`src/nts_disp_pkg.sv`:
```
//----------------------------
// Shared widths, types, FSM states and register map for the
// receive dispatcher. Modules import it inside their body.
//----------------------------
`default_nettype none

package nts_disp_pkg;

  localparam int ADDR_WIDTH   = 8;  // Words per bank, log2
  localparam int NUM_COUNTERS = 6;

  typedef logic [63:0]           word_t;
  typedef logic [7:0]            valid_t;  // Bit 0 is the lowest input byte
  typedef logic [ADDR_WIDTH-1:0] addr_t;
  typedef logic [63:0]           counter_t;
  typedef logic [11:0]           api_addr_t;
  typedef logic [31:0]           api_data_t;

  // Finished frame, writer to reader
  typedef struct packed {
    addr_t  last_addr;
    valid_t last_valid;
  } frame_desc_t;

  typedef struct packed {
    word_t  data;   // Byte reversed, invalid bytes zeroed
    valid_t valid;  // Raw mask
    logic   sof;
  } rx_word_t;

  typedef struct packed {
    logic       sof;
    logic       good;
    logic       bad;
    logic       dispatched;
    logic       error;
    logic       byte_valid;
    logic [3:0] bytes;
  } stat_events_t;

  typedef enum logic [1:0] {RX_EMPTY, RX_HAS_DATA, RX_RECEIVED, RX_ERROR} rx_state_e;

  typedef enum logic [2:0] {
    TX_EMPTY, TX_AVAILABLE, TX_PRIME, TX_OUT, TX_LAST, TX_DONE
  } tx_state_e;

  //----------------------------
  // Register map
  localparam api_addr_t ADDR_NAME0                  = 12'h000;
  localparam api_addr_t ADDR_NAME1                  = 12'h001;
  localparam api_addr_t ADDR_VERSION                = 12'h002;
  localparam api_addr_t ADDR_STATES_INSPECT         = 12'h005;
  localparam api_addr_t ADDR_BYTES_RX_MSB           = 12'h00a;
  localparam api_addr_t ADDR_BYTES_RX_LSB           = 12'h00b;
  localparam api_addr_t ADDR_COUNTER_FRAMES_MSB     = 12'h020;
  localparam api_addr_t ADDR_COUNTER_FRAMES_LSB     = 12'h021;
  localparam api_addr_t ADDR_COUNTER_GOOD_MSB       = 12'h022;
  localparam api_addr_t ADDR_COUNTER_GOOD_LSB       = 12'h023;
  localparam api_addr_t ADDR_COUNTER_BAD_MSB        = 12'h024;
  localparam api_addr_t ADDR_COUNTER_BAD_LSB        = 12'h025;
  localparam api_addr_t ADDR_COUNTER_DISPATCHED_MSB = 12'h026;
  localparam api_addr_t ADDR_COUNTER_DISPATCHED_LSB = 12'h027;
  localparam api_addr_t ADDR_COUNTER_ERROR_MSB      = 12'h028;
  localparam api_addr_t ADDR_COUNTER_ERROR_LSB      = 12'h029;
  localparam api_addr_t ADDR_LAST                   = 12'hfff;

  // Counter slots, in the order of the address tables below
  localparam int CNT_FRAMES     = 0;
  localparam int CNT_GOOD       = 1;
  localparam int CNT_BAD        = 2;
  localparam int CNT_DISPATCHED = 3;
  localparam int CNT_BYTES      = 4;
  localparam int CNT_ERROR      = 5;

  localparam api_addr_t CNT_MSB_ADDR [NUM_COUNTERS] = '{
    ADDR_COUNTER_FRAMES_MSB, ADDR_COUNTER_GOOD_MSB, ADDR_COUNTER_BAD_MSB,
    ADDR_COUNTER_DISPATCHED_MSB, ADDR_BYTES_RX_MSB, ADDR_COUNTER_ERROR_MSB
  };
  localparam api_addr_t CNT_LSB_ADDR [NUM_COUNTERS] = '{
    ADDR_COUNTER_FRAMES_LSB, ADDR_COUNTER_GOOD_LSB, ADDR_COUNTER_BAD_LSB,
    ADDR_COUNTER_DISPATCHED_LSB, ADDR_BYTES_RX_LSB, ADDR_COUNTER_ERROR_LSB
  };

  localparam logic [63:0] CORE_NAME    = 64'h4e_54_53_2d_44_49_53_50;  // NTS-DISP
  localparam api_data_t   CORE_VERSION = 32'h30_2e_30_32;              // 0.02
  localparam api_data_t   LAST_MAGIC   = 32'hf005_ba11;

endpackage

`default_nettype wire

```
`src/rx_frontend.sv`:
```
//----------------------------
// MAC receive input stage. Reverses byte order, counts
// valid bytes and flags the start of a frame.
//----------------------------
`timescale 1ns/10ps
`default_nettype none

module rx_frontend (
  input  wire                       i_clk,
  input  wire                       i_areset,
  input  wire nts_disp_pkg::valid_t i_rx_data_valid,
  input  wire nts_disp_pkg::word_t  i_rx_data,
  output nts_disp_pkg::rx_word_t    o_rx,
  output logic [3:0]                o_bytes
);
  import nts_disp_pkg::*;

  valid_t prev_valid_q;
  word_t  corrected;

  // All ones at reset, so a frame already running is not taken as new
  always_ff @(posedge i_clk or posedge i_areset)
  begin
    if (i_areset)
      prev_valid_q <= '1;
    else
      prev_valid_q <= i_rx_data_valid;
  end

  // Lowest input byte ends up in the top byte
  always_comb
  begin
    for (int b = 0; b < 8; b++)
      corrected[8*(7-b) +: 8] = i_rx_data_valid[b] ? i_rx_data[8*b +: 8] : 8'h00;
  end

  // Only masks packed from bit 0 carry a count
  always_comb
  begin
    o_bytes = 4'd0;
    for (int n = 1; n <= 8; n++)
    begin
      if (i_rx_data_valid == valid_t'((9'h1 << n) - 1'b1))
        o_bytes = 4'(n);
    end
  end

  assign o_rx = '{
    data:  corrected,
    valid: i_rx_data_valid,
    sof:   (prev_valid_q == '0) && (i_rx_data_valid == '1)  // Idle then full word
  };

endmodule

`default_nettype wire

```
`config.mk`:
```
export PLATFORM = sky130hd
export DESIGN_NAME = rx_frontend
export DESIGN_NICKNAME = d
export VERILOG_FILES = /design/src/nts_disp_pkg.sv /design/src/rx_frontend.sv
export SDC_FILE = /design/constraint.sdc
export NUM_CORES = 1
export LEC_CHECK = 0
export BUFFER_PORTS_ARGS = -buffer_cell sky130_fd_sc_hd__buf_2
export CORE_MARGIN = 2
export CORE_UTILIZATION = 24
export DETAILED_ROUTE_END_ITERATION = 6
export PLACE_DENSITY = 0.83
export RECOVER_POWER = 25
export SLEW_MARGIN = 20
export SYNTH_ARGS = -nofsm -noshare
export SYNTH_HDL_FRONTEND = slang
export SYNTH_SLANG_ARGS = --single-unit
```
`constraint.sdc`:
```
create_clock -name i_clk -period 0.8 [get_ports i_clk]
set_input_delay 0.08 -clock i_clk [delete_from_list [all_inputs] [get_ports i_clk]]
set_output_delay 0.08 -clock i_clk [all_outputs]
set_load 0.03 [all_outputs]
```
[Word-level counts from Yosys, hierarchy flattened]
Index checks and enable logic that the tools add are counted.
Widths: inputs -> output; s select.
Operators by class
  equality and inequality tests: 8
  mux-type cells: 16
  reductions and logical operators: 2
Operators by type and width (number)
  $mux 8: 8
  $mux 4: 7
  $eq 8x1->1 const B: 1
  $eq 8x2->1 const B: 1
  $eq 8x3->1 const B: 1
  $eq 8x4->1 const B: 1
  $eq 8x5->1 const B: 1
  $eq 8x6->1 const B: 1
  $eq 8x7->1 const B: 1
  $eq 8x8->1 const B: 1
  $logic_not 8->1: 1
  $logic_and 1x1->1: 1
  $mux 1: 1
Word-level totals
  flip-flop bits (word level): 8
  input port bits: 74
  output and inout port bits: 77
  logic and storage cells: 27

[Depth between registers and ports, before layout]
  depth in word-level cells: 9
  gate-level depth with buffers: 4
  mapped depth without buffers: 3

[Worst setup path before layout]
OpenSTA, ideal clock, no wires.
  path type: input -> output
  start: input i_rx_data_valid[6]
  end: output o_bytes[0]
  arrival: 1.190 ns
  path slack: -0.470 ns
  stages on the path: 4
  cells stage by stage: clkbuf_1 -> xnor2_1 -> nand3b_1 -> o21ai_0
Between the ends
  longest elaborated chain between the ends: 9
  elaborated cells between the ends (all ways): 16
RTL lines
  start: declaration: line rx_frontend.sv:11  | input wire nts_disp_pkg::valid_t i_rx_data_valid,
  $eq 8x1->1: line rx_frontend.sv:43  | if (i_rx_data_valid == valid_t'((9'h1 << n) - 1'b1))
  $mux 1: line rx_frontend.sv:43
  $mux 4 (6 in series): line rx_frontend.sv:43
  $mux 4 (*): line rx_frontend.sv:43
  end: declaration: line rx_frontend.sv:14  | output logic [3:0] o_bytes
Every way passes the cells marked *; elsewhere a longest branch is shown, timed or not.

==> impl_metrics.py <==
metrics = {
    "routing": {
        "routedWlPerCell_um": 10.5,
        "routed_wirelength_um": 3240,
        "dr.pass1.iters": 4,
        "route.vias.total": 1265,
        "drt_iter0_markers": 14,
        "postRouteAntennaNets": 0,
        "via_per_inst": 4.08,
        "drc": 0,
    },
    "setup_path": {
        "endpoint_kind": "output pin",
        "start_kind": "register",
        "cp.buffers_inverters": 1,
        "critPathTopFamily": "simple AND/OR/NAND/NOR gates",
        "crit_fanout": 1,
        "required_ps": 720,
        "crit_start": "prev_valid_q[0]",
        "crit_chain": "nor4_4, and3_4, buf_6",
        "cp_data_arrival_time_ps": 1200,
        "cp_slowest_stage_delay_ps": 370,
        "worstSetupPathType": "reg2out",
        "critPathSlowestCell": "dfstp_2",
        "crit_cells": 3,
        "cp-endpoint": "o_rx[0]",
    },
    "global_routing": {
        "antenna_found_initial": 0,
        "grt-ovfl-total": 0,
        "grt_use_total_pct": 15.6,
        "grt_pass1_vias": 1211,
        "grt_pass1_wl_um": 5100,
        "grt_max_degree": 11,
    },
    "final_layout": {
        "nets": 340,
        "fin_area_um2": 1900,
        "fin_util_pct": 56.5,
        "largest_reg_flops": 8,
        "drive_gt1_share_pct": 72.3,
        "final_common_cell": "buf_2",
        "syn2layout_area_growth_pct": 124,
        "antennaDiodeCount": 0,
        "final_cell_mix": "buf_2, and2_1, buf_4, clkbuf_1, buf_6",
        "top_regs": "prev_valid_q (8)",
        "regMostFlops": "prev_valid_q",
    },
    "sta": {
        "clock.fmax_mhz": 782,
        "hold_viol_final": 0,
        "worstMarginPinSlew_ps": 380,
        "fin_ws_ps": -478,
        "timing.slew.headroom_pct": 74.8,
        "rsz0062_at_grt": "yes",
        "setup_tns_ps": -4720,
        "slew_viol_final": 0,
        "post-route-period-util_pct": 160,
        "period_minus_slack_ps": 1280,
        "setup_viol": 48,
    },
    "power_and_ir_drop": {
        "combinationalPowerShare_pct": 59.3,
        "p_leak_uw": 0.00108,
        "max-vdd-ir-drop_mv": 0.391,
        "p_clk_share_pct": 15.9,
        "swShare_pct": 42.4,
        "power_density_nw_per_um2": 967,
        "power_frac_seq_pct": 24.8,
        "switchingPower_uw": 778,
        "p_int_uw": 1060,
    },
    "synthesis": {
        "yosysTopAreaCell": "and2_1",
        "netlist_instances": 105,
        "synth.avg_cell_area_um2": 8.09,
        "synth_top_area_share_pct": 41.2,
        "ys_ff_latch": 8,
        "syn_area_um2": 850,
        "ys_seq_area_share_pct": 24.7,
        "yosysUniqueCellTypes": 22,
        "yosys_warnings": 0,
        "syn-num-nets": 179,
        "synth_area_leaders": "and2_1, dfstp_2, and2_2, buf_4, nand4_4",
    },
    "clock_network": {
        "ctsHtreeMaxLevel": 1,
        "cts_buffers": 3,
        "clk_pin_slew_ps": 50,
        "clock_sinks": 8,
        "clockBufferDepth": 2,
        "cts_tree": "done",
        "cts_root_buf": "clkbuf_4",
    },
    "floorplanning": {
        "die_x_um": 63.5,
        "initial_utilization_pct": 25.3,
        "core_um2": 3360,
        "dieArea_um2": 4030,
        "die_y_um": 63.5,
        "io_pins": 151,
        "rows": 21,
    },
    "run_status": {
        "violations": "setup timing",
        "status": "complete, but fails checks",
    },
    "run": {
        "drv_cap": 0,
    },
    "placement": {
        "gp_congestion": 0.820,
        "dp_hpwl_um": 2820,
        "place_area_um2": 1710,
        "dpl_worst_slack_ps": -357,
        "port_buffers": 150,
    },
    "worst_hold_path": {
        "hold_path.class": "in2reg",
    },
}
[cell usage after synthesis]
library cell and number:
a21oi_1 1, and2_1 56, and2_2 8, and3_1 1, buf_4 8, buf_6 1, clkbuf_1 4, clkbuf_2 1
dfstp_2 8, inv_1 1, nand2_1 2, nand3_1 2, nand3b_1 1, nand4_4 1, nor2_1 1, nor3_1 1
nor3_4 1, nor4_1 2, nor4b_1 1, o21ai_0 1, o31ai_1 1, xnor2_1 2
[per-stage QoR]
stage	instances	power (µW)	hold slack (ps)
floorplan	105	1080	84.5
global placement	304	1480	255
global route	310	1960	60.3
detailed placement	304	1490	271
CTS	310	1860	37.5
finish	310	1840	64.4
[cell type report]
class,instances,area (µm²)
fill,323,1460
inverter,1,3.75
tap,46,57.6
timing repair buffer,170,985
clock buffer,3,22.5
multi-input combinational,82,621
sequential,8,210
[worst min-delay path by stage]
stage | startpoint | end | slack [ps] | cells past startpoint
floorplan | i_rx_data_valid[0] | prev_valid_q[0] | 80 | 0
global placement | i_areset | prev_valid_q[5] | 250 | 2
detailed placement | i_areset | prev_valid_q[5] | 270 | 2
CTS | i_rx_data_valid[3] | prev_valid_q[3] | 40 | 2
global route | i_rx_data_valid[3] | prev_valid_q[3] | 60 | 2
finish | i_rx_data_valid[3] | prev_valid_q[3] | 60 | 2
[cell families (layout without fill, tap and decap cells)]
| kind of cell | count (synthesis) | in the layout | share of synthesized area [%] |
|---|---|---|---|
| XOR/XNOR | 2 | 2 | 2.06 |
| AO/OA/AOI/OAI | 3 | 3 | 2.06 |
| AND/OR/NAND/NOR | 77 | 77 | 59.9 |
| flip-flops | 8 | 8 | 24.7 |
| buffers and inverters | 15 | 174 | 11.2 |
[layer usage]
metal,track usage [%],part of all wire (%),wire (µm),vias to the layer above
met2,31.3,54,1740,82
met5,0,0,0,-
li1,-,-,-,637
met3,1.96,10,330,4
met1,15.5,35,1130,542
met4,7.34,1.2,38,0
[power groups by stage]
stage          logic [µW]  clock network [µW]  registers (µW)
4_1_cts              1100                 307             452
6_report             1090                 292             456
3_3_place_gp         1020                   0             452
5_1_grt              1170                 333             457
2_1_floorplan         631                   0             451
3_5_place_dp         1040                   0             453
[timing repair]
action	4_1_cts	5_1_grt
buffers inserted	2	0
endpoints found under the setup margin	9	22
hold buffers	1	0
pin swaps	6	3
resized for setup	37	13
endpoints found under the hold margin	4	0
Note: power is estimated with default switching activity, not from simulation.
