[src/nts_disp_pkg.sv]
//----------------------------
// Shared widths, types, FSM states and register map for the
// receive dispatcher. Modules import it inside their body.
//----------------------------
`default_nettype none

package nts_disp_pkg;

  localparam int ADDR_WIDTH   = 8;  // Words per bank, log2
  localparam int NUM_COUNTERS = 6;

  typedef logic [63:0]           word_t;
  typedef logic [7:0]            valid_t;  // Bit 0 is the lowest input byte
  typedef logic [ADDR_WIDTH-1:0] addr_t;
  typedef logic [63:0]           counter_t;
  typedef logic [11:0]           api_addr_t;
  typedef logic [31:0]           api_data_t;

  // Finished frame, writer to reader
  typedef struct packed {
    addr_t  last_addr;
    valid_t last_valid;
  } frame_desc_t;

  typedef struct packed {
    word_t  data;   // Byte reversed, invalid bytes zeroed
    valid_t valid;  // Raw mask
    logic   sof;
  } rx_word_t;

  typedef struct packed {
    logic       sof;
    logic       good;
    logic       bad;
    logic       dispatched;
    logic       error;
    logic       byte_valid;
    logic [3:0] bytes;
  } stat_events_t;

  typedef enum logic [1:0] {RX_EMPTY, RX_HAS_DATA, RX_RECEIVED, RX_ERROR} rx_state_e;

  typedef enum logic [2:0] {
    TX_EMPTY, TX_AVAILABLE, TX_PRIME, TX_OUT, TX_LAST, TX_DONE
  } tx_state_e;

  //----------------------------
  // Register map
  localparam api_addr_t ADDR_NAME0                  = 12'h000;
  localparam api_addr_t ADDR_NAME1                  = 12'h001;
  localparam api_addr_t ADDR_VERSION                = 12'h002;
  localparam api_addr_t ADDR_STATES_INSPECT         = 12'h005;
  localparam api_addr_t ADDR_BYTES_RX_MSB           = 12'h00a;
  localparam api_addr_t ADDR_BYTES_RX_LSB           = 12'h00b;
  localparam api_addr_t ADDR_COUNTER_FRAMES_MSB     = 12'h020;
  localparam api_addr_t ADDR_COUNTER_FRAMES_LSB     = 12'h021;
  localparam api_addr_t ADDR_COUNTER_GOOD_MSB       = 12'h022;
  localparam api_addr_t ADDR_COUNTER_GOOD_LSB       = 12'h023;
  localparam api_addr_t ADDR_COUNTER_BAD_MSB        = 12'h024;
  localparam api_addr_t ADDR_COUNTER_BAD_LSB        = 12'h025;
  localparam api_addr_t ADDR_COUNTER_DISPATCHED_MSB = 12'h026;
  localparam api_addr_t ADDR_COUNTER_DISPATCHED_LSB = 12'h027;
  localparam api_addr_t ADDR_COUNTER_ERROR_MSB      = 12'h028;
  localparam api_addr_t ADDR_COUNTER_ERROR_LSB      = 12'h029;
  localparam api_addr_t ADDR_LAST                   = 12'hfff;

  // Counter slots, in the order of the address tables below
  localparam int CNT_FRAMES     = 0;
  localparam int CNT_GOOD       = 1;
  localparam int CNT_BAD        = 2;
  localparam int CNT_DISPATCHED = 3;
  localparam int CNT_BYTES      = 4;
  localparam int CNT_ERROR      = 5;

  localparam api_addr_t CNT_MSB_ADDR [NUM_COUNTERS] = '{
    ADDR_COUNTER_FRAMES_MSB, ADDR_COUNTER_GOOD_MSB, ADDR_COUNTER_BAD_MSB,
    ADDR_COUNTER_DISPATCHED_MSB, ADDR_BYTES_RX_MSB, ADDR_COUNTER_ERROR_MSB
  };
  localparam api_addr_t CNT_LSB_ADDR [NUM_COUNTERS] = '{
    ADDR_COUNTER_FRAMES_LSB, ADDR_COUNTER_GOOD_LSB, ADDR_COUNTER_BAD_LSB,
    ADDR_COUNTER_DISPATCHED_LSB, ADDR_BYTES_RX_LSB, ADDR_COUNTER_ERROR_LSB
  };

  localparam logic [63:0] CORE_NAME    = 64'h4e_54_53_2d_44_49_53_50;  // NTS-DISP
  localparam api_data_t   CORE_VERSION = 32'h30_2e_30_32;              // 0.02
  localparam api_data_t   LAST_MAGIC   = 32'hf005_ba11;

endpackage

`default_nettype wire

[src/frame_reader.sv]
//----------------------------
// Dispatch FSM. Announces a handed-over frame, streams it
// as a burst on request and waits for the discard.
//----------------------------
`timescale 1ns/10ps
`default_nettype none

module frame_reader (
  input  wire                            i_clk,
  input  wire                            i_areset,
  input  wire                            i_handover,
  input  wire nts_disp_pkg::frame_desc_t i_frame,
  input  wire nts_disp_pkg::word_t       i_rd_data,
  input  wire                            i_fifo_rd_start,
  input  wire                            i_packet_read_discard,
  output logic                           o_idle,
  output nts_disp_pkg::addr_t            o_rd_addr,
  output logic                           o_packet_available,
  output nts_disp_pkg::addr_t            o_dispatch_counter,
  output nts_disp_pkg::valid_t           o_dispatch_data_valid,
  output logic                           o_fifo_empty,
  output logic                           o_fifo_rd_valid,
  output nts_disp_pkg::word_t            o_fifo_rd_data,
  output nts_disp_pkg::tx_state_e        o_state
);
  import nts_disp_pkg::*;

  tx_state_e   state_q;
  tx_state_e   state_d;
  frame_desc_t desc_q;
  addr_t       rd_addr_q;
  addr_t       rd_addr_d;
  logic        rd_valid_q;
  logic        rd_valid_d;
  logic        fifo_empty_q;
  word_t       rd_data_q;

  // RAM data lags the address by one cycle, so in TX_OUT
  // the word at rd_addr_q - 1 is on i_rd_data
  always_comb
  begin
    state_d    = state_q;
    rd_addr_d  = '0;
    rd_valid_d = 1'b0;

    if (i_packet_read_discard && state_q != TX_EMPTY)
      state_d = TX_EMPTY;
    else
    begin
      case (state_q)
        TX_EMPTY:
          if (i_handover)
            state_d = TX_AVAILABLE;
        TX_AVAILABLE:
          if (i_fifo_rd_start)
            state_d = TX_PRIME;  // Word 0 being fetched
        TX_PRIME:
          if (desc_q.last_addr == '0)
            state_d = TX_LAST;
          else
          begin
            state_d   = TX_OUT;
            rd_addr_d = addr_t'(1);
          end
        TX_OUT:
          begin
            rd_valid_d = 1'b1;
            rd_addr_d  = rd_addr_q + 1'b1;
            if (rd_addr_q == desc_q.last_addr)
              state_d = TX_LAST;
          end
        TX_LAST:
          begin
            rd_valid_d = 1'b1;
            state_d    = TX_DONE;
          end
        default: ;  // TX_DONE holds until discard
      endcase
    end
  end

  always_ff @(posedge i_clk or posedge i_areset)
  begin
    if (i_areset)
    begin
      state_q      <= TX_EMPTY;
      desc_q       <= '0;
      rd_addr_q    <= '0;
      rd_valid_q   <= 1'b0;
      fifo_empty_q <= 1'b0;
    end
    else
    begin
      state_q    <= state_d;
      rd_addr_q  <= rd_addr_d;
      rd_valid_q <= rd_valid_d;
      if (i_handover && state_q == TX_EMPTY)
        desc_q <= i_frame;
      // Low one cycle behind the read states, covering the burst
      fifo_empty_q <= !(state_q inside {TX_PRIME, TX_OUT, TX_LAST});
    end
  end

  always_ff @(posedge i_clk)
    rd_data_q <= i_rd_data;

  assign o_idle                = (state_q == TX_EMPTY);
  assign o_rd_addr             = rd_addr_q;
  assign o_packet_available    = (state_q == TX_AVAILABLE);
  assign o_dispatch_counter    = desc_q.last_addr;
  assign o_dispatch_data_valid = desc_q.last_valid;
  assign o_fifo_empty          = fifo_empty_q;
  assign o_fifo_rd_valid       = rd_valid_q;
  assign o_fifo_rd_data        = rd_data_q;
  assign o_state               = state_q;

endmodule

`default_nettype wire

[config.mk]
export PLATFORM = sky130hd
export DESIGN_NAME = frame_reader
export DESIGN_NICKNAME = d
export VERILOG_FILES = /design/src/nts_disp_pkg.sv /design/src/frame_reader.sv
export SDC_FILE = /design/constraint.sdc
export NUM_CORES = 1
export LEC_CHECK = 0
export BUFFER_PORTS_ARGS = -buffer_cell sky130_fd_sc_hd__buf_4
export CORE_ASPECT_RATIO = 1.75
export CORE_UTILIZATION = 44
export DETAILED_ROUTE_END_ITERATION = 6
export GPL_TIMING_DRIVEN = 0
export PLACE_DENSITY = 0.81
export RECOVER_POWER = 50
export SLEW_MARGIN = 30
export SYNTH_ARGS = -nofsm -noshare
export SYNTH_HDL_FRONTEND = slang
export SYNTH_SLANG_ARGS = --single-unit
[constraint.sdc]
create_clock -name i_clk -period 4 [get_ports i_clk]
set_clock_uncertainty 0.15 [all_clocks]
set_input_delay 0.2 -clock i_clk [delete_from_list [all_inputs] [get_ports i_clk]]
set_output_delay 0.2 -clock i_clk [all_outputs]
set_load 0.03 [all_outputs]
# Yosys cells after proc, flatten, opt, wreduce, memory -nomap -nowiden
# Cells that the tools add are included.
[totals] regBits=93 output_inout_bits=95
[op_classes] add_sub_neg=1 eq_ne=8 mux=11 n_reduce_logical=10
[ops] operator="8-bit one-hot mux with 2 select lines" n=1
[ops] operator="3-bit two-way mux" n=5
[ops] operator="3-bit one-hot mux with 5 select lines" n=1
[ops] operator="8-bit by 1-bit adder with 8-bit output (second input constant)" n=1
[ops] operator="8-bit equality test" n=1
[ops] operator="8-bit zero test" n=1
[ops] operator="8-bit two-way mux" n=1
[ops] operator="3-bit by 2-bit equality test with 1-bit output (second input constant)" n=2
[ops] operator="3-bit by 2-bit != test with 1-bit output (second input constant)" n=2
[ops] operator="3-bit nonzero test" n=2
[ops] operator="6-bit nonzero test" n=1
[ops] operator="4-bit AND reduction" n=1
[ops] operator="3-bit by 1-bit equality test with 1-bit output (second input constant)" n=1
[ops] operator="3-bit equality test (second input constant)" n=1
[ops] operator="3-bit zero test" n=1
[ops] operator="1-bit two-way mux" n=3
[ops] operator="3-bit != test (second input constant)" n=1
[ops] operator="1-bit logical AND" n=2
[ops] operator="2-bit OR reduction" n=1
[ops] operator="1-bit zero test" n=1

# Longest topological paths before layout
[depth] word_depth=4 ltp_mapped=6 ltp_nobuf=4

# Least setup slack after synthesis
# Ideal clock, no wire load.
[synth_timing] kind="reg2reg" from="register state_q[0], in the netlist o_state[0]" to="register state_q[1], in the netlist o_state[1]" setup_ns=0.065 t_arrival_ns=1.936 required_time_ns=3.785 setup_slack_ns=1.849 path_stages_with_launch=6 period_less_slack_ns=2.151 path_cell_list="dfrtp_1 -> buf_4 -> nor3b_1 -> a22oi_1 -> nor2_1 -> a211o_1"
[synth_via] word_cells_on_any_way=14 cone_classes="eq/ne: 7; mux: 2; reduce/logical: 5"
[synth_lines] element="from (decl)" line="frame_reader.sv:28" rtl="tx_state_e state_q;"
[synth_lines] element="from (signal assigned)" line="frame_reader.sv:94" rtl="state_q <= state_d;"
[synth_lines] element="3-bit by 1-bit equality test with 1-bit output *"
[synth_lines] element="via o_packet_available" line="frame_reader.sv:18" rtl="output logic o_packet_available,"
[synth_lines] element="3-bit one-hot mux with 5 select lines (tied with other cells)" line="frame_reader.sv:50" rtl="case (state_q)"
[synth_lines] element="3-bit two-way mux / 4-bit AND reduction (equally long branches)"
# Mark *: on every way through the listed nets, which the timed path passes. The rest lies on a longest branch.
# A chain may end at the register's enable or synchronous reset.

# Final worst setup path
[layout_timing] from="register state_q[0], in the netlist o_state[0]" to="output o_packet_available"
[layout_via] elab_chain_len=1
[layout_rtl] element="3-bit by 1-bit equality test with 1-bit output" line="frame_reader.sv:109" rtl="assign o_packet_available = (state_q == TX_AVAILABLE);"
[layout_rtl] element="to (decl)" line="frame_reader.sv:18"
# Every way passes these cells.

==> summary.md <==
| Metric | Value |
|---|---|
| Post-DP HPWL | `around 5600 microns` |
| Cells after DPL | `438` |
| Number of synthesized flops with an enable pin | `0` |
| DRC Markers | `0` |
| # setup viols final | `0` |
| Total CTS buffers | `9` |
| Yosys top cell area share | `0.4674` |
| Pleak | `2.436 nW` |
| CP Capture Type | `primary output` |
| Fin util | `0.8613` |
| Status | `completed` |
| CTS root buffer | `clkbuf_8` |
| Initial antenna violation count | `0` |
| # port buffers | `178` |
| Via/cell ratio | `4.819` |
| #FFs+latches synth | `between 90 and 100` |
| Sw frac | `0.3679` |
| Fin. max-slew vios | `0` |
| Largest net degree at the start of global routing | `30` |
| Layout Nets | `538` |
| Internal | `1.858 mW` |
| Worst Hold Endpoint | `o_fifo_rd_valid` |
| Placement Rows | `37` |
| Post-route setup slack | `2.178 ns` |
| ANT cells | `0` |
| Worst path most repeated cell | `buf_4` |
| Iteration-0 DRC Markers | `124` |
| Clk slew on worst S/H paths | `0.08 ns` |
| Seq/Total Area, Yosys | `0.7321` |
| Worst path slowest cell | `dfrtp_1` |
| Post-Syn Instances | `roughly 180` |
| Cell Count, Final, Fillers Out | `535` |
| Slew @ Worst Pin | `approximately 1.1 ns` |
| GR Util All Layers | `0.3479` |
| Total power | `2.939 mW` |
| Vias in the first global route | `2871` |
| Die X | `61.67 microns` |
| HP Start | `i_packet_read_discard` |
| Clock Power Share | `0.196` |
| Worst slew margin | `0.2848` |
| Synth Net Count | `268` |
| Pre-CTS setup slack | `2.286 ns` |
| Antenna-violating nets left | `0` |
| Die area | `6562 sq um` |
| Flop2flop setup slack | `roughly 2.3 ns` |
| First-pass GRT wire length | `15530 microns` |
| FF-to-FF End | `o_dispatch_data_valid[7]` |
| Crit-path max cell delay | `approximately 0.43 ns` |
| Initial Utilization | `0.4626` |
| CP Max Fanout | `10` |
| Post-synthesis cell area | `2741 sq um` |
| Min-delay worst type | `in -> reg` |
| Routed wire length per instance | `19.96 microns` |
| Via count | `about 2600` |
| RSZ-0062 raised after global routing | `no` |
| Die Y | `between 100 and 150 microns` |
| Comb power frac | `0.391` |
| Worst vdd ir | `0.4149 mV` |
| FMAX | `548.8 MHz` |
| Core Region | `between 5000 and 6000 sq um` |
| CTS tree | `done` |
| Hold depth | `2` |
| Final wirelength | `10680 microns` |
| Yosys warnings | `0` |
| WHS | `0.05451 ns` |
| Largest cells by area after synthesis | `dfxtp_1, dfrtp_1, mux2_4, xor2_1, mux2_2` |
| Async set-reset flop share out of synthesis | `0.3118` |
| Hold Violations, Final | `0` |
| P&R area growth vs syn | `86.17%` |
| CP Class | `reg -> out` |
| Critical Path, Cell by Cell | `buf_4, nor3b_1, buf_4` |
| Pwr Density | `575.9 nW/um^2` |
| Fin crit share | `0.4555` |
| Clock Tree Buf Depth | `2` |
| Fraction of layout cells with a size suffix above 1 | `0.4464` |
| CTS HTree Levels | `3` |
| CP required | `3.65 ns` |
| Most used flip-flop cell after synthesis | `dfxtp_1` |
| Global placement routability congestion | `around 0.82` |
| Worst-Skew Late Latency | `0.36 ns` |
| Dpl cell area | `4175 sq um` |
| Sw Pwr | `1.081 mW` |
| Pre-antenna DRT Iters | `4` |
| Clock period minus worst slack | `1.822 ns` |
| Top Ports | `180` |
| Critical R2R Launch | `o_state[1]` |
| Gr ovfl total | `0` |
| Reg2Reg Depth | `6` |
| Max Cap Viol | `0` |
| Sequential power share | `0.413` |
| CTS sink cnt | `93` |
| Netlist cell types | `38` |
| Syn Area/Cell | `15.06 sq um` |
| Post-synth top area cell | `dfxtp_1` |
| CP arrival | `1.47 ns` |
| Startpoint types | `register` |
| Setup TNS | `0 ns` |
| Final Instance Area | `5104 sq um` |
## Yosys cell counts, types with 4 or more instances
cell type / number
nand3_1: 5
dfrtp_1: 29
mux2_4: 10
nor2_1: 14
xor2_1: 13
mux2_2: 6
dfxtp_1: 64
inv_1: 4
a21oi_1: 4
## worst max path at each step
stage                               end       start  slack [ns]  depth (start not counted)
6_report             o_packet_available  o_state[0]        2.18                          3
3_5_place_dp   o_dispatch_data_valid[7]  o_state[1]        2.29                          6
3_3_place_gp      o_dispatch_counter[5]  o_state[1]        2.32                          6
2_1_floorplan                o_state[1]  o_state[0]        1.85                          5
4_1_cts              o_packet_available  o_state[0]        2.17                          3
5_1_grt              o_packet_available  o_state[0]        2.12                          3
## flip-flops by register name (all words and copies together), names as in the netlist
signal / flops
o_dispatch_counter: 8
o_dispatch_data_valid: 8
o_fifo_empty: 1
o_fifo_rd_data: 64
o_fifo_rd_valid: 1
o_rd_addr: 8
o_state: 3
## metal layers
layer  global-route usage  share of wire  vias up  wire length (microns)
li1                     -              -     1148                      -
met4               0.1413          0.031        0                    327
met1               0.3798           0.36     1258                   3809
met2               0.6006           0.55      145                   5828
met3               0.1022          0.067       27                    715
met5                    0              0        -                      0
## power groups by stage
stage | combinational (mW) | clock [mW] | sequential [mW]
3_5_place_dp | 1.06 | 0 | 1.22
6_report | 1.15 | 0.577 | 1.21
4_1_cts | 1.13 | 0.571 | 1.20
5_1_grt | 1.21 | 0.617 | 1.23
3_3_place_gp | 1.04 | 0 | 1.21
2_1_floorplan | 0.415 | 0 | 1.46
## repair_timing
item,4_1_cts,5_1_grt
buffers inserted,0,0
gates resized for setup,0,0
endpoints found under the hold margin,109,0
hold buffers,81,0
## cells by family (layout without fill, tap and decap cells)
logic type | after synthesis | after routing | share of synthesized area
AOI/OAI and AO/OA | 14 | 14 | 0.03651
muxes | 16 | 16 | 0.07941
adders and majority gates | 1 | 1 | 0.004563
DFF | 93 | 93 | 0.7321
and+or+nand+nor | 34 | 34 | 0.07440
buffers and inverters | 10 | 285 | 0.02829
xor gates and xnor gates | 14 | 14 | 0.04473
## cell usage in the layout, fill, tap and decap left out, types with 2 or more instances in the layout
cell and n:
buf_4 100, dlygate4sd3_1 81, clkbuf_4 64, dfxtp_1 64
dfrtp_1 29, clkbuf_1 17, nor2_1 14, xor2_1 13
clkbuf_8 11, mux2_4 10, mux2_2 6, nand3_1 5
a21oi_1 4, inv_1 4, clkinv_2 3, nor2b_1 2
nor4_2 2, nand2b_1 2, a22oi_1 2, and3_1 2
## area by class of cell
type,count,area (sq um)
timing repair buffer,259,2091
sequential,93,2007
fill,292,822.0
multi-input combinational,79,654.4
clock buffer,12,155.1
tap,78,97.59
buffer,6,62.56
clock inverter,4,21.27
inverter,4,15.01
## worst max-delay path, delay by kind of cell, from the launching register on
kind	cells	cell delay, ns
DFF	1	0.43
buffers and inverters	2	0.42
and+or+nand+nor	1	0.27
Power figures use the tool's default switching activity.
