--- src/nts_disp_pkg.sv ---
//----------------------------
// Shared widths, types, FSM states and register map for the
// receive dispatcher. Modules import it inside their body.
//----------------------------
`default_nettype none

package nts_disp_pkg;

  localparam int ADDR_WIDTH   = 8;  // Words per bank, log2
  localparam int NUM_COUNTERS = 6;

  typedef logic [63:0]           word_t;
  typedef logic [7:0]            valid_t;  // Bit 0 is the lowest input byte
  typedef logic [ADDR_WIDTH-1:0] addr_t;
  typedef logic [63:0]           counter_t;
  typedef logic [11:0]           api_addr_t;
  typedef logic [31:0]           api_data_t;

  // Finished frame, writer to reader
  typedef struct packed {
    addr_t  last_addr;
    valid_t last_valid;
  } frame_desc_t;

  typedef struct packed {
    word_t  data;   // Byte reversed, invalid bytes zeroed
    valid_t valid;  // Raw mask
    logic   sof;
  } rx_word_t;

  typedef struct packed {
    logic       sof;
    logic       good;
    logic       bad;
    logic       dispatched;
    logic       error;
    logic       byte_valid;
    logic [3:0] bytes;
  } stat_events_t;

  typedef enum logic [1:0] {RX_EMPTY, RX_HAS_DATA, RX_RECEIVED, RX_ERROR} rx_state_e;

  typedef enum logic [2:0] {
    TX_EMPTY, TX_AVAILABLE, TX_PRIME, TX_OUT, TX_LAST, TX_DONE
  } tx_state_e;

  //----------------------------
  // Register map
  localparam api_addr_t ADDR_NAME0                  = 12'h000;
  localparam api_addr_t ADDR_NAME1                  = 12'h001;
  localparam api_addr_t ADDR_VERSION                = 12'h002;
  localparam api_addr_t ADDR_STATES_INSPECT         = 12'h005;
  localparam api_addr_t ADDR_BYTES_RX_MSB           = 12'h00a;
  localparam api_addr_t ADDR_BYTES_RX_LSB           = 12'h00b;
  localparam api_addr_t ADDR_COUNTER_FRAMES_MSB     = 12'h020;
  localparam api_addr_t ADDR_COUNTER_FRAMES_LSB     = 12'h021;
  localparam api_addr_t ADDR_COUNTER_GOOD_MSB       = 12'h022;
  localparam api_addr_t ADDR_COUNTER_GOOD_LSB       = 12'h023;
  localparam api_addr_t ADDR_COUNTER_BAD_MSB        = 12'h024;
  localparam api_addr_t ADDR_COUNTER_BAD_LSB        = 12'h025;
  localparam api_addr_t ADDR_COUNTER_DISPATCHED_MSB = 12'h026;
  localparam api_addr_t ADDR_COUNTER_DISPATCHED_LSB = 12'h027;
  localparam api_addr_t ADDR_COUNTER_ERROR_MSB      = 12'h028;
  localparam api_addr_t ADDR_COUNTER_ERROR_LSB      = 12'h029;
  localparam api_addr_t ADDR_LAST                   = 12'hfff;

  // Counter slots, in the order of the address tables below
  localparam int CNT_FRAMES     = 0;
  localparam int CNT_GOOD       = 1;
  localparam int CNT_BAD        = 2;
  localparam int CNT_DISPATCHED = 3;
  localparam int CNT_BYTES      = 4;
  localparam int CNT_ERROR      = 5;

  localparam api_addr_t CNT_MSB_ADDR [NUM_COUNTERS] = '{
    ADDR_COUNTER_FRAMES_MSB, ADDR_COUNTER_GOOD_MSB, ADDR_COUNTER_BAD_MSB,
    ADDR_COUNTER_DISPATCHED_MSB, ADDR_BYTES_RX_MSB, ADDR_COUNTER_ERROR_MSB
  };
  localparam api_addr_t CNT_LSB_ADDR [NUM_COUNTERS] = '{
    ADDR_COUNTER_FRAMES_LSB, ADDR_COUNTER_GOOD_LSB, ADDR_COUNTER_BAD_LSB,
    ADDR_COUNTER_DISPATCHED_LSB, ADDR_BYTES_RX_LSB, ADDR_COUNTER_ERROR_LSB
  };

  localparam logic [63:0] CORE_NAME    = 64'h4e_54_53_2d_44_49_53_50;  // NTS-DISP
  localparam api_data_t   CORE_VERSION = 32'h30_2e_30_32;              // 0.02
  localparam api_data_t   LAST_MAGIC   = 32'hf005_ba11;

endpackage

`default_nettype wire

--- src/frame_writer.sv ---
//----------------------------
// Receive FSM. Fills the current bank and hands a good
// frame to the reader by swapping banks.
//----------------------------
`timescale 1ns/10ps
`default_nettype none

module frame_writer (
  input  wire                            i_clk,
  input  wire                            i_areset,
  input  wire nts_disp_pkg::rx_word_t    i_rx,
  input  wire                            i_rx_good_frame,
  input  wire                            i_rx_bad_frame,
  input  wire                            i_reader_idle,
  output logic                           o_bank,
  output logic                           o_wr_en,
  output nts_disp_pkg::addr_t            o_wr_addr,
  output nts_disp_pkg::word_t            o_wr_data,
  output logic                           o_handover,
  output nts_disp_pkg::frame_desc_t      o_frame,
  output logic                           o_error,
  output nts_disp_pkg::rx_state_e        o_state
);
  import nts_disp_pkg::*;

  rx_state_e state_q;
  rx_state_e state_d;
  addr_t     last_q;  // Address of the last word written
  addr_t     last_d;
  valid_t    mask_q;  // Mask of the final word
  valid_t    mask_d;
  logic      bank_q;

  always_comb
  begin
    state_d    = state_q;
    last_d     = last_q;
    mask_d     = mask_q;
    o_wr_en    = 1'b0;
    o_wr_addr  = '0;
    o_handover = 1'b0;

    if (i_rx_bad_frame)
    begin
      state_d = RX_EMPTY;
      last_d  = '0;
      mask_d  = '0;
    end
    else
    begin
      case (state_q)
        RX_EMPTY:
          if (i_rx.sof)
          begin
            state_d = RX_HAS_DATA;
            last_d  = '0;
            mask_d  = '0;
            o_wr_en = 1'b1;  // Word 0
          end
        RX_HAS_DATA:
          if (last_q == '1)
            state_d = RX_ERROR;  // Bank full, drop frame
          else
          begin
            if (i_rx.valid != '0)
            begin
              o_wr_en   = 1'b1;
              o_wr_addr = last_q + 1'b1;
              last_d    = last_q + 1'b1;
            end
            if (i_rx_good_frame)
            begin
              mask_d  = i_rx.valid;
              state_d = RX_RECEIVED;
            end
          end
        RX_RECEIVED:
          if (i_reader_idle)
          begin
            o_handover = 1'b1;
            state_d    = RX_EMPTY;
          end
        default:
          state_d = RX_EMPTY;
      endcase
    end
  end

  always_ff @(posedge i_clk or posedge i_areset)
  begin
    if (i_areset)
    begin
      state_q <= RX_EMPTY;
      last_q  <= '0;
      mask_q  <= '0;
      bank_q  <= 1'b0;
    end
    else
    begin
      state_q <= state_d;
      last_q  <= last_d;
      mask_q  <= mask_d;
      bank_q  <= bank_q ^ o_handover;  // Swap on handover
    end
  end

  assign o_wr_data = i_rx.data;
  assign o_bank    = bank_q;
  assign o_frame   = '{last_addr: last_q, last_valid: mask_q};
  assign o_error   = (state_q == RX_ERROR);
  assign o_state   = state_q;

endmodule

`default_nettype wire

--- config.mk ---
export PLATFORM = sky130hd
export DESIGN_NAME = frame_writer
export DESIGN_NICKNAME = d
export VERILOG_FILES = /design/src/nts_disp_pkg.sv /design/src/frame_writer.sv
export SDC_FILE = /design/constraint.sdc
export NUM_CORES = 1
export LEC_CHECK = 0
export ABC_AREA = 1
export BUFFER_PORTS_ARGS = -buffer_cell sky130_fd_sc_hd__buf_2
export CAP_MARGIN = 20
export CORE_ASPECT_RATIO = 1.75
export CORE_UTILIZATION = 35
export DETAILED_ROUTE_END_ITERATION = 10
export PLACE_DENSITY = 0.81
export SYNTH_ARGS = -nofsm -noshare
export SYNTH_HDL_FRONTEND = slang
export SYNTH_SLANG_ARGS = --single-unit
--- constraint.sdc ---
create_clock -name i_clk -period 1.7 [get_ports i_clk]
set_input_delay 0.255 -clock i_clk [delete_from_list [all_inputs] [get_ports i_clk]]
set_output_delay 0.255 -clock i_clk [all_outputs]
set_load 0.02 [all_outputs]
# Word-level counts from Yosys, hierarchy flattened
# Cells that the tools add are included.
# classes
div	0
muxes	27
n_lt_le_gt_ge	0
n_addsub	1
n_bitwise	1
n_reduce_logical	6
n_mul	0
eq_ne	10
shift	0
# op_table
operator	n
$mux 8	11
$pmux 8 s2	2
$ne 3x3->1 const B	5
$mux 2	5
$add 8x1->8 const B	1
$eq 8x8->1 const B	1
$reduce_and 4->1	2
$reduce_bool 8->1	1
$mux 1	7
$pmux 2 s3	1
$eq 2x2->1 const B	2
$ne 4x4->1 const B	1
$reduce_and 3->1	1
$reduce_bool 3->1	1
$eq 2x1->1 const B	1
$logic_not 2->1	1
$pmux 1 s2	1
$xor 1x1->1	1
# totals
reg_bits	19
out_inout_bits	94
mem_bits_ro	0
latch_bits	0
mem_bits_rw	0
memories	0

# Logic depth before layout (Yosys ltp)
# Gate-level depths: netlist (run 1).
# depth
word_depth	5
ltp_mapped	9
ltp_nobuf	9

# Worst setup path after synthesis (run 1)
# OpenSTA, ideal clock, no wires.
# synth_timing
path_type	flip-flop to output port
start	reg last_q[0]
end	out o_wr_addr[2]
t_arrival_ps	1453
stages_incl_launch_ff	9
setup_slack_ps	-8
cell_sequence	dfrtp_1 -> ha_1 -> nand2_2 -> nor2_1 -> nand2_2 -> o21ai_2 -> inv_1 -> nand3_1 -> inv_1
# synth_between
elab_chain_len	5
elab_cells_between_ends	6
cone_classes	add/sub (1); eq/ne (1); mux (4)
# synth_rtl
item	line_no	source
start, declared	frame_writer.sv:28	addr_t last_q;
start signal, assigned	frame_writer.sv:101	last_q <= last_d;
$add 8x1->8	frame_writer.sv:68	o_wr_addr = last_q + 1'b1;
$mux 8	frame_writer.sv:65	if (i_rx.valid != '0)
$mux 8 (*)	frame_writer.sv:61	if (last_q == '1)
$mux 8 (*)	frame_writer.sv:51	case (state_q)
$mux 8 (*)	frame_writer.sv:43	if (i_rx_bad_frame)
end, declared	frame_writer.sv:17	output nts_disp_pkg::addr_t o_wr_addr,
# Every way passes the cells marked *; elsewhere a longest branch is shown, timed or not.

# Worst setup path after layout (run 1)
# layout_timing
start	reg last_q[0]
end	out o_wr_en
# layout_between
elab_chain_len	4
# layout_rtl
item	line_no	source
$eq 8x8->1	frame_writer.sv:61	
$mux 1	frame_writer.sv:61	
$pmux 1 s2	frame_writer.sv:51	
$mux 1	frame_writer.sv:43	
end, declared	frame_writer.sv:16	output logic o_wr_en,
# Every way passes these cells.

==> results of run 1 <==
## synth_stat cells (all sizes together)
cell,n,area share
nand3,6,0.019
ha,1,0.0078
o21ai,5,0.025
inv,19,0.045
buf,66,0.31
nand4,9,0.035
nor2,25,0.087
xnor2,1,0.0055
nand2,59,0.15
dfrtp,19,0.30
a21oi,5,0.016
## final cells by class
type / count / share of cell area
tap: 51 / 0.03893
sequential: 19 / 0.2916
multi-input combinational: 111 / 0.3886
clock buffer: 4 / 0.02748
timing repair buffer: 53 / 0.2069
inverter: 19 / 0.04656
## routing by layer
layer | global-route usage | vias to the layer above
met5 | 0 | -
met4 | 0.1798 | 0
met3 | 0.02010 | 46
met2 | 0.2764 | 42
met1 | 0.1473 | 553
li1 | - | 583
## worst max-delay path by stage
stage                                      from      endpoint  slack (ns)  cells after the start
after floorplan           last_q[1]$_DFFE_PP0P_  o_wr_addr[2]        0.01                      8
after detailed placement  last_q[0]$_DFFE_PP0P_  o_wr_addr[1]       0.008                      9
after global routing      last_q[1]$_DFFE_PP0P_  o_wr_addr[1]       -0.16                      9
final                     last_q[0]$_DFFE_PP0P_       o_wr_en       -0.07                      8
after CTS                 last_q[0]$_DFFE_PP0P_  o_wr_addr[1]       -0.11                      9
after global placement    last_q[0]$_DFFE_PP0P_  o_wr_addr[1]        0.05                      9
## metrics by stage
stage / cells / utilization / area, um^2 / TNS [ns]
3_3_place_gp: 251 / 0.3264 / 1438 / 0
3_5_place_dp: 251 / 0.3264 / 1438 / 0
4_1_cts: 256 / 0.3614 / 1592 / -0.6980
5_1_grt: 257 / 0.3722 / 1639 / -1.241
6_report: 257 / 0.3722 / 1639 / -0.4704
2_1_floorplan: 215 / - / 1602 / 0
## worst min-delay path: cells and delay by family
family / cells / cell delay, ns
buf+inv: 3 / 0.40
## power by group
part	total, mW	switching (mW)	internal, mW
Combinational	0.479	0.302	0.177
Clock	0.332	0.165	0.167
Sequential	0.563	0.0551	0.507
Total	1.37	0.522	0.852
## sequential cells by signal, indices dropped and copies added, names as in the netlist
signal / cells
last_q: 8
o_bank: 1
o_state: 2
mask_q: 8
## logic make-up after synthesis
| logic type | synth area share |
|---|---|
| AO/OA/AOI/OAI | 0.04066 |
| XOR/XNOR | 0.005474 |
| adder cells (fa/ha/maj) | 0.007817 |
| buffers and inverters | 0.3589 |
| flip-flops | 0.2971 |
| AND/OR/NAND/NOR | 0.2901 |
## repair_timing
action | in CTS | in global routing
pin swaps | 5 | 3
hold buffers | 0 | 0
gates resized for setup | 33 | 11
endpoints found under the setup margin | 9 | 9
setup buffers | 1 | 1
==> run summary, run 1 <==
Outcome = finished, violations left
Failing checks = negative setup slack
Number of buffers created by CTS = 3
Antenna viol nets, final = 0
Slew Limit Fails = 0
Slowest cell on the critical path = dfrtp_2
Initial DRC Count = 22
Storage cell area = 478.0 um^2
Yosys warns = 0
Drt first pass iters = 4
CP peak stage delay = 0.43 ns
Seq/Total Area, Yosys = 0.2971
Crit end category = output port
Leakage power = 0.9651 nW
Final wirelength = 3773 um
WL/cell = 14.68 um
Unrepaired setup endpoints after global routing = true
Synthesized net count = 294
Min Hold Slack = 0.003328 ns
Met3 WL = 270 um
Fill count = 488
Crit Path Class = reg -> out
FF+latch count, synth = 19
Synth cell types = 20
Worst-margin pin slew = 0.3630 ns
Setup WS post-layout = -0.06949 ns
Commonest non-fill, non-tap cell in the layout = nand2_1
WP buf/inv = 2
Critical Path Fanout Max = 3
Slew Limit Headroom = 0.7554
Max Clk Rate = 565.1 MHz
DR vias/cell = 4.763
Cell area power density = 837.9 nW/um^2
Ports = 172
Reg2reg path depth = 11
Commonest non-fill, non-tap cells in the layout = 50 x nand2_1, 34 x buf_2, 17 x dfrtp_1
Routability congestion estimate from global placement = 0.8597
All-Layer GR Usage = 0.1636
Worst EP required = 1.44 ns
M1 wire length = 1167 um
Gr ovfl total = 0
Clk buf depth = 2
Core area = 4404 um^2
Area of the multi-input gates = 636.9 um^2
Initial Util = 0.3634
Crit share post-route = 1.041
Crit path cell chain = ha_4, nand2_4, nor2_4, nand2_2, o21ai_4, buf_6, a21oi_4, buf_6
Dpl hpwl = 2870 um
Flop2flop setup slack = 0.15 ns
WP data arrival = 1.51 ns
Cell Area, Synth = 1600 um^2
Min Tclk post-route = 1.769 ns
Die H = 91.45 um
CTS H-tree lvls = 1
# diodes = 0
CTS tree = yes
First-pass GRT wire length = 5802 um
Share of cells above drive strength 1 = 0.4417
Largest delay share family, worst path = flip-flops
DR WL met2 = 2022 um
Reg-to-Reg End = last_q[1]$_DFFE_PP0P_
DIE WIDTH = 53.12 um
Fin nets = 286
Die ar. = 4857 um^2
HP Class = in -> async
Final setup violation count = 9
Startpoint types = flip-flop
Synth Instances = 215
Site Rows = 32
Final hold viol count = 0
Peak supply drop = 336.5 uV
Largest net degree at the start of global routing = 20
Initial antenna violation count = 0
Avg Cell Area, Syn = 7.443 um^2
Number of global-route vias before repair = 1223
Root buffer cell = clkbuf_8
Setup Skew = 0.003266 ns
Via count = 1224
Worst-path clk slew = 0.07 ns
Launch point of the worst reg-to-reg path = last_q[0]$_DFFE_PP0P_
Top Metal Used = met4
Worst-Skew Late Latency = 0.27 ns
Final total power = 1.373 mW
Most used cell along the critical path = buf_6
Layout area overhead = 2.424%
Max Cap Viol = 0
Port bufs = 43
CTS sink count = 19
Pre-CTS setup slack = 0.007940 ns
# DRC = 0
Note: power is estimated with default switching activity, not from simulation.
==> run 2: changes to the inputs <==
--- a/config.mk
+++ b/config.mk
@@ -9,9 +9,10 @@
 export BUFFER_PORTS_ARGS = -buffer_cell sky130_fd_sc_hd__buf_2
 export CAP_MARGIN = 20
 export CORE_ASPECT_RATIO = 1.75
-export CORE_UTILIZATION = 35
+export CORE_UTILIZATION = 36
+export CTS_BUF_LIST = sky130_fd_sc_hd__clkbuf_4 sky130_fd_sc_hd__clkbuf_8
 export DETAILED_ROUTE_END_ITERATION = 10
-export PLACE_DENSITY = 0.81
+export PLACE_DENSITY = 0.83
 export SYNTH_ARGS = -nofsm -noshare
 export SYNTH_HDL_FRONTEND = slang
 export SYNTH_SLANG_ARGS = --single-unit
==> run 2 against run 1 <==
Effect of this change:
- worst setup slack lost 0.043 ns
- clock skew grew 0.0011 ns
- the flow still finishes with violations (negative setup slack)
- power shrank 0.30%
- via count grew 4.2%
- critical path type unchanged
- combinational power shrank 1%
- register-to-register slack lost 0.10 ns
- sequential power grew 0.7%
==> run summary, run 2 (same netlist as run 1, synthesis figures left out) <==
Initial antenna violation count = 0
Slowest cell on the critical path = dfrtp_2
Crit path cell chain = ha_4, nand2_4, nor2_4, nand2_2, o21ai_4, buf_6, a21oi_2, buf_4
Fin nets = 289
Routability congestion estimate from global placement = 0.8320
CP peak stage delay = 0.43 ns
Worst Setup SP = last_q[0]$_DFFE_PP0P_
All-Layer GR Usage = 0.1677
DIE WIDTH = 52.40 um
Critical Path Fanout Max = 3
CTS sink count = 19
Leakage power = 1.001 nW
Initial DRC Count = 20
Drt first pass iters = 4
Reg2reg path depth = 12
Post-route cell area = 1664 um^2
Antenna viol nets, final = 0
Final total power = 1.369 mW
Setup WS post-layout = -0.1128 ns
Unrepaired setup endpoints after global routing = true
Root buffer cell = clkbuf_8
Cell area power density = 822.8 nW/um^2
Failing checks = negative setup slack
Final hold viol count = 0
Worst-margin pin slew = 0.2911 ns
Largest net degree at the start of global routing = 20
Share of cells above drive strength 1 = 0.4545
WL/cell = 14.57 um
Number of global-route vias before repair = 1290
Dpl hpwl = 2826 um
Min Tclk post-route = 1.813 ns
HP Class = in -> async
Initial Util = 0.3820
Slew Limit Fails = 0
Worst-Skew Late Latency = 0.25 ns
Clk buf depth = 2
Core area = 4189 um^2
Via count = 1275
WP data arrival = 1.56 ns
CTS tree = yes
Crit share post-route = 1.066
Max Clk Rate = 551.6 MHz
DP Area = 1428 um^2
Gr ovfl total = 0
Worst EP required = 1.44 ns
Flop2flop setup slack = 0.05 ns
Commonest non-fill, non-tap cell in the layout = nand2_1
Launch point of the worst reg-to-reg path = last_q[0]$_DFFE_PP0P_
Setup crit end = o_wr_en
Crit end category = output port
Final wirelength = 3758 um
Slew Limit Headroom = 0.8057
Site Rows = 31
Max Cap Viol = 0
Port bufs = 43
Final setup violation count = 9
Crit Path Class = reg -> out
Setup Skew = 0.004379 ns
Worst-path clk slew = 0.07 ns
# DRC = 0
Peak supply drop = 347.1 uV
Number of buffers created by CTS = 3
Reg-to-Reg End = last_q[5]$_DFFE_PP0P_
CTS H-tree lvls = 1
Layout area overhead = 3.988%
Commonest non-fill, non-tap cells in the layout = 50 x nand2_1, 34 x buf_2, 20 x buf_4
DR vias/cell = 4.942
Die H = 90.20 um
Startpoint types = flip-flop
First-pass GRT wire length = 5996 um
Die ar. = 4726 um^2
Outcome = finished, violations left
# diodes = 0
Ports = 172
run 2: changes by cell type in the layout (fill, tap and decap cells not counted), moves of 2 or more:
cell,delta
dfrtp_1,-2
buf_4,+8
inv_2,-4
dfrtp_2,+2
nand2_2,-2
inv_1,+4
buf_6,-5
run 2: metrics by stage:
step	utilization	instances	hold slack, ns	setup WS [ns]	setup TNS [ns]
finish	0.3973	258	0.01160	-0.1128	-0.9156
global route	0.3973	258	0.02864	-0.1948	-1.605
global placement	0.3408	248	0.2895	0.06134	0
CTS	0.3787	253	0.02044	-0.1030	-0.7870
floorplan	-	215	0.2061	0.009536	0
detailed placement	0.3408	248	0.2950	0.02659	0
run 2: area by class of cell:
class | count | area (um^2)
inverters | 19 | 76.32
clock buffers | 4 | 48.80
repair buffers | 56 | 342.8
flip-flops and latches | 19 | 480.5
multi-input cells | 111 | 654.4
well taps | 49 | 61.31
fillers | 459 | 2525
run 2: what timing repair did:
item / 4_1_cts / 5_1_grt
hold buffers: 0 / 0
setup buffers: 1 / 5
pin swaps: 4 / 2
gates resized for setup: 30 / 11
setup endpoints to repair: 9 / 9
run 2: report_power, final:
group / switching (mW) / internal (mW)
clock network: 0.146 / 0.182
logic: 0.299 / 0.175
registers: 0.0583 / 0.509
run 2: layer usage:
| metal | global-route usage | vias up | wire [um] |
|---|---|---|---|
| met5 | 0 | - | 0 |
| met4 | 0.1732 | 0 | 344 |
| met3 | 0.01354 | 52 | 277 |
| met2 | 0.2838 | 47 | 2022 |
| met1 | 0.1589 | 585 | 1112 |
| li1 | - | 591 | - |
run 2: worst min-delay path by stage:
stage | startpoint | cells after the start | slack [ns] | to
finish | i_areset | 3 | 0.01 | mask_q[2]$_DFFE_PP0P_
global route | i_areset | 3 | 0.03 | mask_q[2]$_DFFE_PP0P_
CTS | i_areset | 3 | 0.02 | last_q[2]$_DFFE_PP0P_
detailed placement | i_areset | 3 | 0.29 | mask_q[0]$_DFFE_PP0P_
global placement | i_areset | 3 | 0.29 | mask_q[1]$_DFFE_PP0P_
floorplan | i_areset | 1 | 0.21 | last_q[1]$_DFFE_PP0P_
run 2: critical path: cells and delay by family, from the launching register on:
family	cells	cell delay (ns)
fa+ha+maj	1	0.18
simple gates	3	0.21
flops	1	0.43
compound gates	2	0.20
buf+inv	2	0.28
